==> config.mk <==
export PLATFORM = sky130hd
export DESIGN_NAME = packet_checksum_flat
export DESIGN_NICKNAME = d
export VERILOG_FILES = /design/src/hw/capture_pkg.sv /design/src/hw/sample_stream_if.sv /design/src/hw/packet_checksum.sv /design/src/flat_wrapper.sv
export SDC_FILE = /design/constraint.sdc
export NUM_CORES = 1
export LEC_CHECK = 0
export ABC_AREA = 1
export BUFFER_PORTS_ARGS = -buffer_cell sky130_fd_sc_hd__buf_2
export CAP_MARGIN = 5
export CELL_PAD_IN_SITES_DETAIL_PLACEMENT = 1
export CELL_PAD_IN_SITES_GLOBAL_PLACEMENT = 1
export CORE_UTILIZATION = 41
export CTS_CLUSTER_SIZE = 20
export DETAILED_ROUTE_END_ITERATION = 16
export GPL_TIMING_DRIVEN = 0
export PLACE_DENSITY_LB_ADDON = 0.1
export SLEW_MARGIN = 0
export SYNTH_ARGS = -nofsm -noshare
export SYNTH_HDL_FRONTEND = slang
export SYNTH_SLANG_ARGS = --single-unit
export TNS_END_PERCENT = 100
==> constraint.sdc <==
create_clock -name clk -period 2.8 [get_ports clk]
set_input_delay 0 -clock clk [delete_from_list [all_inputs] [get_ports clk]]
set_output_delay 0 -clock clk [all_outputs]
set_load 0.05 [all_outputs]
==> src/hw/capture_pkg.sv <==
/*
 * capture package
 * widths, types and constants shared by the sample capture path
 */
`default_nettype none

package capture_pkg;

   // sample and packet framing
   localparam int SAMPLE_W = 16;
   localparam int PKT_LEN  = 8;

   // default FIFO depth is 2^FIFO_AW words
   localparam int FIFO_AW  = 9;

   typedef logic [SAMPLE_W-1:0] sample_t;
   typedef logic [2:0]          beat_cnt_t;

   // fill levels and the drop count
   typedef logic [15:0] level_t;

   // packet sum, wraps modulo 2^16
   typedef logic [15:0] sum_t;

   // FIFO read side
   typedef enum logic [1:0] {
      EMPTY,
      PRE_READ,
      READING
   } read_state_t;

endpackage

`default_nettype wire

==> src/hw/sample_stream_if.sv <==
/*
 * sample stream interface
 * valid/ready stream of samples with a last flag per packet
 */
`default_nettype none

interface sample_stream_if
   import capture_pkg::*;
();

   sample_t tdata;
   logic    tlast;
   logic    tvalid;
   logic    tready;

   modport source (output tdata, output tlast, output tvalid, input tready);
   modport sink   (input tdata, input tlast, input tvalid, output tready);

endinterface

`default_nettype wire

==> src/hw/packet_checksum.sv <==
/*
 * packet checksum
 * passes the stream to the output port and sums each packet
 */
`default_nettype none

module packet_checksum
   import capture_pkg::*;
(
   input  wire           clk,
   input  wire           reset,
   input  wire           i_clear,
   sample_stream_if.sink i_stream,
   output sample_t       o_data,
   output logic          o_last,
   output logic          o_valid,
   input  wire           i_ready,
   output sum_t          o_sum,
   output logic          o_sum_valid
);

   sum_t acc;
   logic xfer;

   // stream goes straight through
   assign o_data          = i_stream.tdata;
   assign o_last          = i_stream.tlast;
   assign o_valid         = i_stream.tvalid;
   assign i_stream.tready = i_ready;

   assign xfer = i_stream.tvalid & i_ready;

   always_ff @(posedge clk)
   begin
      if (reset || i_clear)
      begin
         acc         <= '0;
         o_sum_valid <= 1'b0;
      end
      else
      begin
         o_sum_valid <= xfer & i_stream.tlast;
         if (xfer)
            acc <= i_stream.tlast ? '0 : acc + sum_t'(i_stream.tdata);
      end
   end

   // completed sum includes the last word
   always_ff @(posedge clk)
   begin
      if (xfer && i_stream.tlast)
         o_sum <= acc + sum_t'(i_stream.tdata);
   end

endmodule

`default_nettype wire

==> src/flat_wrapper.sv <==
// flat-port wrapper written by rule: the top's interface ports become plain ports
module packet_checksum_flat import capture_pkg::*;
  (clk, reset, i_clear, o_data, o_last, o_valid, i_ready, o_sum, o_sum_valid, i_stream_tdata, i_stream_tlast, i_stream_tvalid, i_stream_tready);
  sample_stream_if i_stream_i ();
  input  wire clk;
  input  wire reset;
  input  wire i_clear;
  output sample_t o_data;
  output logic o_last;
  output logic o_valid;
  input  wire i_ready;
  output sum_t o_sum;
  output logic o_sum_valid;
  input wire logic [$bits(i_stream_i.tdata)-1:0] i_stream_tdata;
  input wire logic [$bits(i_stream_i.tlast)-1:0] i_stream_tlast;
  input wire logic [$bits(i_stream_i.tvalid)-1:0] i_stream_tvalid;
  output wire logic [$bits(i_stream_i.tready)-1:0] i_stream_tready;
  assign i_stream_i.tdata = i_stream_tdata;
  assign i_stream_i.tlast = i_stream_tlast;
  assign i_stream_i.tvalid = i_stream_tvalid;
  assign i_stream_tready = i_stream_i.tready;
  packet_checksum u_core (.clk(clk), .reset(reset), .i_clear(i_clear), .i_stream(i_stream_i), .o_data(o_data), .o_last(o_last), .o_valid(o_valid), .i_ready(i_ready), .o_sum(o_sum), .o_sum_valid(o_sum_valid));
endmodule
==> run metrics <==
CP Cell Sequence ha_1, fa_1, nand3_1, nand2_1, nand2_1, nand2_2, nand2_1, nand3_1, and2_1; ys async rst share 0; Register-to-Register Setup Slack between 0.8 and 0.9 ns; crit path buf inv count 0; Final Hold Fails 0; register area share after synthesis 0.379; Routed Antenna Nets 0; Max-Cap Viols 0; Core ar. 0.00511 mm²; CP Launch Point u_core.acc[0]; Final Total Pwr 1.12 mW; post-route cell area 0.00263 mm²; DRC 0; Avg WL per Cell 12.3 µm; Die Area 0.00557 mm²; Worst Max-Slew Pin Slew 0.583 ns; Total GRT Usage 0.209; most frequent cell after synthesis nand2_1; Synth-to-Final Area Change 21.7%; worst IR drop on VDD 0.242 mV; gate count of the mapped netlist 282; CP Launch Type register; share of cells above drive strength 1 0.299; total gr overflow 0; Ports a little under 60; HP Start i_stream_tlast; CP max stage delay around 0.43 ns; n_diodes 0; Syn Area/Cell 7.68 µm²; number of synthesized register bits 33; CTS Buf Count 5; RSZ-0062 raised after global routing no; Resize count post-CTS 0; worst hold-check path type in -> reg; Post-Syn Nets 320; Worst slew margin 0.611; Final Skew approximately 0.0038 ns; Crit Path Max Fanout 3; hold_buf cts 0; Clock transition at path regs about 0.07 ns; status completed; HPWL Detailed approximately 4200 µm; Final Hold Slack approximately 0.018 ns; fin cells around 420; routability cong. slightly above 0.8; Iter 0 DRT Violations 32; H-tree Lvls 2; Primary FF master, synth dfxtp_1; CTS tree built; Top Family by Delay on Critical Path simple AND/OR/NAND/NOR gates; vias per inst 4.66; Worst Path Class, Setup reg -> reg; Layout Nets 385; PwrDens 426 mW/mm²; Detailed Route WL 5140 µm; setup TNS 0 ns; CTS Root Cell clkbuf_8; router iterations before antenna repair 4; Clock Path Buffers 2; initial antenna violation count 0; Final Max Slew Viols 0; WP data arrival around 2.0 ns; largest net degree at the start of global routing 11; crit end category register; Final Critical Period 1.92 ns; # setup viols final 0; first-pass GRT wire length 8670 µm; worst endpoint required time 2.85 ns; Synth top area share 0.222; Yosys cell types 26; Inst Count DP 410; Clock Sinks 33; Leak 1.32 nW; clk_lat worst skew 0.29 ns; Synth area leader edfxtp_1; slowest CP cell fa_1; vias in the first global route around 2000; Max Freq 521 MHz; Post-CTS Setup Inserts 0; DR vias 1946; Initial Utilization 0.424; Post-synth top cells nand2_1, inv_1, a21oi_1; DP Area 0.00255 mm²; Tcrit/Tclk final 0.686; # port buffers 57; Die Span Y 74.7 µm; Netlist Area Pre-Place 0.00216 mm²; YS warnings 0; Synth area leaders edfxtp_1, nand2_1, dfxtp_1; row count 26; Die Width 74.7 µm; Top cell by count, worst path nand2_1; Reg-to-Reg Start u_core.acc[0]; EDFF count, synth 16
[cell usage in the layout, fill, tap and decap left out, types with 5 or more instances in the layout]
cell / n
nand2_1: 94
buf_2: 58
inv_1: 30
a21oi_1: 23
buf_4: 19
dfxtp_1: 17
edfxtp_1: 16
ha_1: 15
nand3_1: 14
nor2_1: 10
and2_1: 7
nand2_2: 6
clkbuf_8: 5
[cells by family (layout without fill, tap and decap cells)]
logic type                 count (synthesis)  in the layout  synth area share
adders and majority gates                 16             16            0.0960
and+or+nand+nor                          144            144             0.294
DFF                                       33             33             0.379
AOI/OAI and AO/OA                         25             25            0.0613
xor gates and xnor gates                   8              8            0.0393
buffers and inverters                     56            122             0.131
[flip-flops by register name, indices dropped and copies added, names as in the netlist]
name	count
u_core.acc	16
u_core.o_sum_valid	1
u_core.o_sum	16
[metal layers]
layer	up-vias	share of wire	routed length (µm)	global-route usage
met5	-	0	0	0
met4	0	0.015	76	0.0692
met3	6	0.028	145	0.0442
met2	34	0.49	2540	0.375
met1	904	0.46	2380	0.249
li1	1002	-	-	-
[stage by stage]
step	worst slack, ns	utilization
2_1_floorplan	1.08	-
5_1_grt	0.775	0.516
3_5_place_dp	0.893	0.500
6_report	0.881	0.516
3_3_place_gp	0.520	0.497
4_1_cts	0.877	0.516
[worst paths after layout]
kind	cells past startpoint	endpoint
max	9	u_core.o_sum[12]
max reg2reg	9	u_core.o_sum[12]
min reg2reg	2	u_core.acc[9]
min	3	u_core.o_sum_valid
[area by class of cell]
cell class                      count  area (µm²)
Sequential cell                    33         821
Multi-Input combinational cell    193        1060
Clock buffer                        6        72.6
Buffer                             23         159
Timing Repair Buffer               58         297
Inverter                           33         124
Tap cell                           70        87.6
Fill cell                         668        2470
Clock inverter                      2        10.0
[worst reg2reg max path, delay by kind of cell (launching register included)]
kind,cells,cell delay (ns)
and+or+nand+nor,7,0.72
adders and majority gates,2,0.63
DFF,1,0.31
[where the power goes]
group | total, mW | internal, mW | switching, mW
sequential | 0.523 | 0.519 | 0.00360
clock | 0.352 | 0.172 | 0.179
combinational | 0.247 | 0.0789 | 0.168
Note: power is estimated with default switching activity, not from simulation.
