**src/hw/capture_pkg.sv**
```systemverilog
/*
 * capture package
 * widths, types and constants shared by the sample capture path
 */
`default_nettype none

package capture_pkg;

   // sample and packet framing
   localparam int SAMPLE_W = 16;
   localparam int PKT_LEN  = 8;

   // default FIFO depth is 2^FIFO_AW words
   localparam int FIFO_AW  = 9;

   typedef logic [SAMPLE_W-1:0] sample_t;
   typedef logic [2:0]          beat_cnt_t;

   // fill levels and the drop count
   typedef logic [15:0] level_t;

   // packet sum, wraps modulo 2^16
   typedef logic [15:0] sum_t;

   // FIFO read side
   typedef enum logic [1:0] {
      EMPTY,
      PRE_READ,
      READING
   } read_state_t;

endpackage

`default_nettype wire

```
**src/hw/sample_stream_if.sv**
```systemverilog
/*
 * sample stream interface
 * valid/ready stream of samples with a last flag per packet
 */
`default_nettype none

interface sample_stream_if
   import capture_pkg::*;
();

   sample_t tdata;
   logic    tlast;
   logic    tvalid;
   logic    tready;

   modport source (output tdata, output tlast, output tvalid, input tready);
   modport sink   (input tdata, input tlast, input tvalid, output tready);

endinterface

`default_nettype wire

```
**src/hw/sample_packetizer.sv**
```systemverilog
/*
 * sample packetizer
 * frames sample strobes into fixed-length packets on a stream
 * and counts samples that arrive while the holding word is busy
 */
`default_nettype none

module sample_packetizer
   import capture_pkg::*;
(
   input  wire             clk,
   input  wire             reset,
   input  wire             i_clear,
   input  wire sample_t    i_sample,
   input  wire             i_sample_strobe,
   output level_t          o_dropped,
   sample_stream_if.source o_stream
);

   beat_cnt_t beat;
   sample_t   hold_data;
   logic      hold_last;
   logic      hold_valid;
   logic      accept;
   logic      last_beat;

   // free holding stage, or the pending word leaves this cycle
   assign accept    = i_sample_strobe & (~hold_valid | o_stream.tready);
   assign last_beat = (beat == beat_cnt_t'(PKT_LEN - 1));

   always_ff @(posedge clk)
   begin
      if (reset || i_clear)
      begin
         hold_valid <= 1'b0;
         beat       <= '0;
      end
      else if (accept)
      begin
         hold_valid <= 1'b1;
         beat       <= last_beat ? '0 : beat + beat_cnt_t'(1);
      end
      else if (o_stream.tready)
         hold_valid <= 1'b0;
   end

   always_ff @(posedge clk)
   begin
      if (accept)
      begin
         hold_data <= i_sample;
         hold_last <= last_beat;
      end
   end

   // saturating drop count
   always_ff @(posedge clk)
   begin
      if (reset || i_clear)
         o_dropped <= '0;
      else if (i_sample_strobe && !accept && o_dropped != '1)
         o_dropped <= o_dropped + level_t'(1);
   end

   assign o_stream.tdata  = hold_data;
   assign o_stream.tlast  = hold_last;
   assign o_stream.tvalid = hold_valid;

endmodule

`default_nettype wire

```
**src/flat_wrapper.sv**
```systemverilog
// flat-port wrapper written by rule: the top's interface ports become plain ports
module sample_packetizer_flat import capture_pkg::*;
  (clk, reset, i_clear, i_sample, i_sample_strobe, o_dropped, o_stream_tdata, o_stream_tlast, o_stream_tvalid, o_stream_tready);
  sample_stream_if o_stream_i ();
  input  wire clk;
  input  wire reset;
  input  wire i_clear;
  input  wire sample_t i_sample;
  input  wire i_sample_strobe;
  output level_t o_dropped;
  output wire logic [$bits(o_stream_i.tdata)-1:0] o_stream_tdata;
  output wire logic [$bits(o_stream_i.tlast)-1:0] o_stream_tlast;
  output wire logic [$bits(o_stream_i.tvalid)-1:0] o_stream_tvalid;
  input wire logic [$bits(o_stream_i.tready)-1:0] o_stream_tready;
  assign o_stream_tdata = o_stream_i.tdata;
  assign o_stream_tlast = o_stream_i.tlast;
  assign o_stream_tvalid = o_stream_i.tvalid;
  assign o_stream_i.tready = o_stream_tready;
  sample_packetizer u_core (.clk(clk), .reset(reset), .i_clear(i_clear), .i_sample(i_sample), .i_sample_strobe(i_sample_strobe), .o_dropped(o_dropped), .o_stream(o_stream_i));
endmodule
```
**config.mk**
```make
export PLATFORM = sky130hd
export DESIGN_NAME = sample_packetizer_flat
export DESIGN_NICKNAME = d
export VERILOG_FILES = /design/src/hw/capture_pkg.sv /design/src/hw/sample_stream_if.sv /design/src/hw/sample_packetizer.sv /design/src/flat_wrapper.sv
export SDC_FILE = /design/constraint.sdc
export NUM_CORES = 1
export LEC_CHECK = 0
export BUFFER_PORTS_ARGS = -buffer_cell sky130_fd_sc_hd__buf_2
export CAP_MARGIN = 20
export CELL_PAD_IN_SITES_DETAIL_PLACEMENT = 0
export CELL_PAD_IN_SITES_GLOBAL_PLACEMENT = 1
export CORE_UTILIZATION = 38
export CTS_BUF_LIST = sky130_fd_sc_hd__clkbuf_2 sky130_fd_sc_hd__clkbuf_4 sky130_fd_sc_hd__clkbuf_8
export DETAILED_ROUTE_END_ITERATION = 8
export PLACE_DENSITY = 0.83
export SLEW_MARGIN = 20
export SYNTH_ARGS = -nofsm -noshare
export SYNTH_HDL_FRONTEND = slang
export SYNTH_SLANG_ARGS = --single-unit
export TNS_END_PERCENT = 5
```
**constraint.sdc**
```tcl
create_clock -name clk -period 1.85 [get_ports clk]
set_input_delay 0 -clock clk [delete_from_list [all_inputs] [get_ports clk]]
set_output_delay 0 -clock clk [all_outputs]
set_load 0.01 [all_outputs]
```
==> impl_metrics.toml <==
[floorplanning]
dieArea_sq_um = 4210
core.rowCount = 22
die_w_um = 64.9
start_util_pct = 40.4
core_sq_um = 3720
pin_count = 55
die_h_um = 64.9

[logic_synthesis]
synth_edf_count = 17
syn_area_sq_um = 1500
synth_cell_types = 33
syn_area_per_cell_sq_um = 11.7
syn_inst = 128
syn-num-nets = 152
yosysSeqAreaShare_pct = 60.7
ys_ff_latch = 37
synthArstFlopShare_pct = 0
ys_warn_count = 0
synth_flop_cell = "dfxtp_1"

[routing]
drt_iter0_markers = 39
routed_wl_um = 3000
viasPerCell = 4.76
vias = 1232
ant_nets = 0
drc = 0
drt_pass1_iterations = 4
wire_per_inst_um = 11.6

[setup_path]
path_depth = 6
endpoint_kind = "flip-flop"
path_class = "reg -> reg"
max_stage_delay_ns = 0.60
worst_r2r_startpoint = "u_core.o_dropped[14]$_SDFFE_PP0P_"
crit_slowest_cell = "or4_4"
reg2reg_depth = 6
required_ns = 2.01
worstReg2RegEnd = "u_core.o_dropped[8]$_SDFFE_PP0P_"
critical_path.top_delay_family = "simple AND/OR/NAND/NOR gates"
cp-endpoint = "u_core.o_dropped[8]$_SDFFE_PP0P_"
crit_start = "u_core.o_dropped[14]$_SDFFE_PP0P_"
reg2reg_slack_ns = 0.10
crit_chain = "nand3_1 > or4_4 > buf_4 > nand4_1 > xor2_1 > nor2_1"
crit_buf_inv = 1
cp_max_fo = 9
cp-start-kind = "flip-flop"
worstPathArrival_ns = 1.91

[final_layout]
final_nets = 234
num-fill-cells = 324
final_cells = 259
final_cell_mix = "buf_2 (54), dlygate4sd3_1 (17), dfxtp_1 (17), edfxtp_1 (17), nor2_1 (14)"
layout-drive-gt1-share_pct = 38.4
syn_to_final_growth_pct = 43.2
antennaDiodeCount = 0
final_common_cell = "buf_2"

[power]
leakage_nw = 0.926
ir_drop_v = 0.000320
powerDensity_nw_per_um2 = 777

[min_path]
hp-class = "in -> reg"

[sta]
skew_ns = 0.00210
max_freq_ghz = 0.573
tns_ns = 0
fin_crit_ns = 1.75
setup_violations = 0
worst_slew_pin_slew_ns = 0.627
fin_crit_sh_pct = 94.3
final-hold-violation-count = 0
max_slew_margin_pct = 58.2
drv_slew = 0
rsz0062_at_grt = "false"

[global_routing]
grtUsageTotal_pct = 15.0
grt_pass1_wl_um = 4730
gr-total-overflow = 0
antenna_found_initial = 0
grt_max_degree = 20
grt_pass1_vias = 1050

[place]
gp_congestion = 0.799
port_buffers = 54
hpwl_um = 2240
place_inst = 233

[clocking]
clk_pin_slew_worst_paths_ns = 0.07
root_buffer = "clkbuf_8"
clockBufferDepth = 2
insertion_delay_ns = 0.28
cts_htree_levels = 2
cts_sinks = 37
cts-buffers-inserted = 5
cts_tree = "built"

[run_status]
outcome = "finished clean"

[run]
cap_violations = 0
## sequential cells by signal, summed over array words and instances (netlist names)
signal and count:
u_core.beat 3, u_core.o_dropped 16, u_core.o_stream.tdata 16, u_core.o_stream.tlast 1, u_core.o_stream.tvalid 1
## where the power goes
part,internal [mW],total (mW),switching (mW)
clock network,0.396,0.669,0.273
logic,0.0580,0.111,0.0533
registers,0.882,0.889,0.00620
## worst min-delay path by stage
stage                    start                                   to  slack [ns]  cells after the start
6_report                 reset    u_core.o_dropped[10]$_SDFFE_PP0P_        0.08                      3
5_1_grt        o_stream_tready  u_core.o_stream.tvalid$_SDFFE_PP0P_         0.1                      3
4_1_cts                  reset    u_core.o_dropped[10]$_SDFFE_PP0P_        0.07                      3
3_5_place_dp       i_sample[7]   u_core.o_stream.tdata[7]$_DFFE_PP_        0.18                      1
3_3_place_gp      i_sample[12]  u_core.o_stream.tdata[12]$_DFFE_PP_        0.18                      1
2_1_floorplan      i_sample[0]   u_core.o_stream.tdata[0]$_DFFE_PP_         0.1                      0
## tightest hold or removal path, cell delays in order
cell	delay (ns)
buf_2	0.08
nor2_1	0.10
o211a_1	0.13
## synth_stat cells, types with 2 or more instances
master / count / share of area [%]
ha_1: 3 / 2.5
or4_1: 2 / 1.0
inv_1: 3 / 0.75
a21oi_1: 5 / 1.7
nand4_1: 2 / 0.83
nand3_1: 10 / 3.3
o211ai_1: 6 / 3.0
nor3_1: 4 / 1.3
nor2_1: 14 / 3.5
dfxtp_1: 20 / 27
nand2_1: 10 / 2.5
xor2_1: 9 / 5.3
clkbuf_1: 2 / 0.50
edfxtp_1: 17 / 34
o21ai_1: 2 / 0.67
or3_1: 2 / 0.83
## metal layers
layer / vias to the layer above / wire length, um / track usage (%) / share of wire [%]
met4: 0 / 44 / 6.67 / 1.5
met5: - / 0 / 0 / 0
li1: 634 / - / - / -
met3: 7 / 245 / 4.40 / 8.2
met2: 51 / 1240 / 22.3 / 41
met1: 540 / 1470 / 20.2 / 49
## timing repair
action / in CTS / in global routing
setup buffers: 0 / 1
hold endpoints to repair: 17 / 0
hold buffers: 17 / 0
resized for setup: 0 / 3
endpoints found under the setup margin: 0 / 4
## cell type report
cell class	count	area, sq um	area share, %
Timing Repair Buffer	78	493	22.9
Clock buffer	5	68.8	3.20
Tap cell	48	60.1	2.79
Inverter	3	11.3	0.524
Clock inverter	3	41.3	1.92
Sequential cell	37	915	42.5
Multi-Input combinational cell	85	561	26.1
## cell families after synthesis
kind of cell	after synthesis	synth area share (%)
XOR/XNOR	9	5.25
flip-flops	37	60.7
buffers and inverters	6	2.00
AND/OR/NAND/NOR	53	19.3
adder cells (fa/ha/maj)	3	2.50
AO/OA/AOI/OAI	20	10.3
## per-stage QoR
stage / worst slack (ns) / util [%] / instance area [sq um] / power [mW] / hold WS, ns
floorplan: 0.108 / - / 1500 / 0.944 / 0.0989
global placement: 0.0844 / 50.0 / 1860 / 0.989 / 0.177
detailed placement: 0.0787 / 50.0 / 1860 / 0.991 / 0.178
CTS: 0.0515 / 57.5 / 2140 / 1.68 / 0.0685
global route: 0.00803 / 57.8 / 2150 / 1.74 / 0.0963
finish: 0.105 / 57.8 / 2150 / 1.67 / 0.0775
No activity file was read; power rests on OpenSTA's default activity.
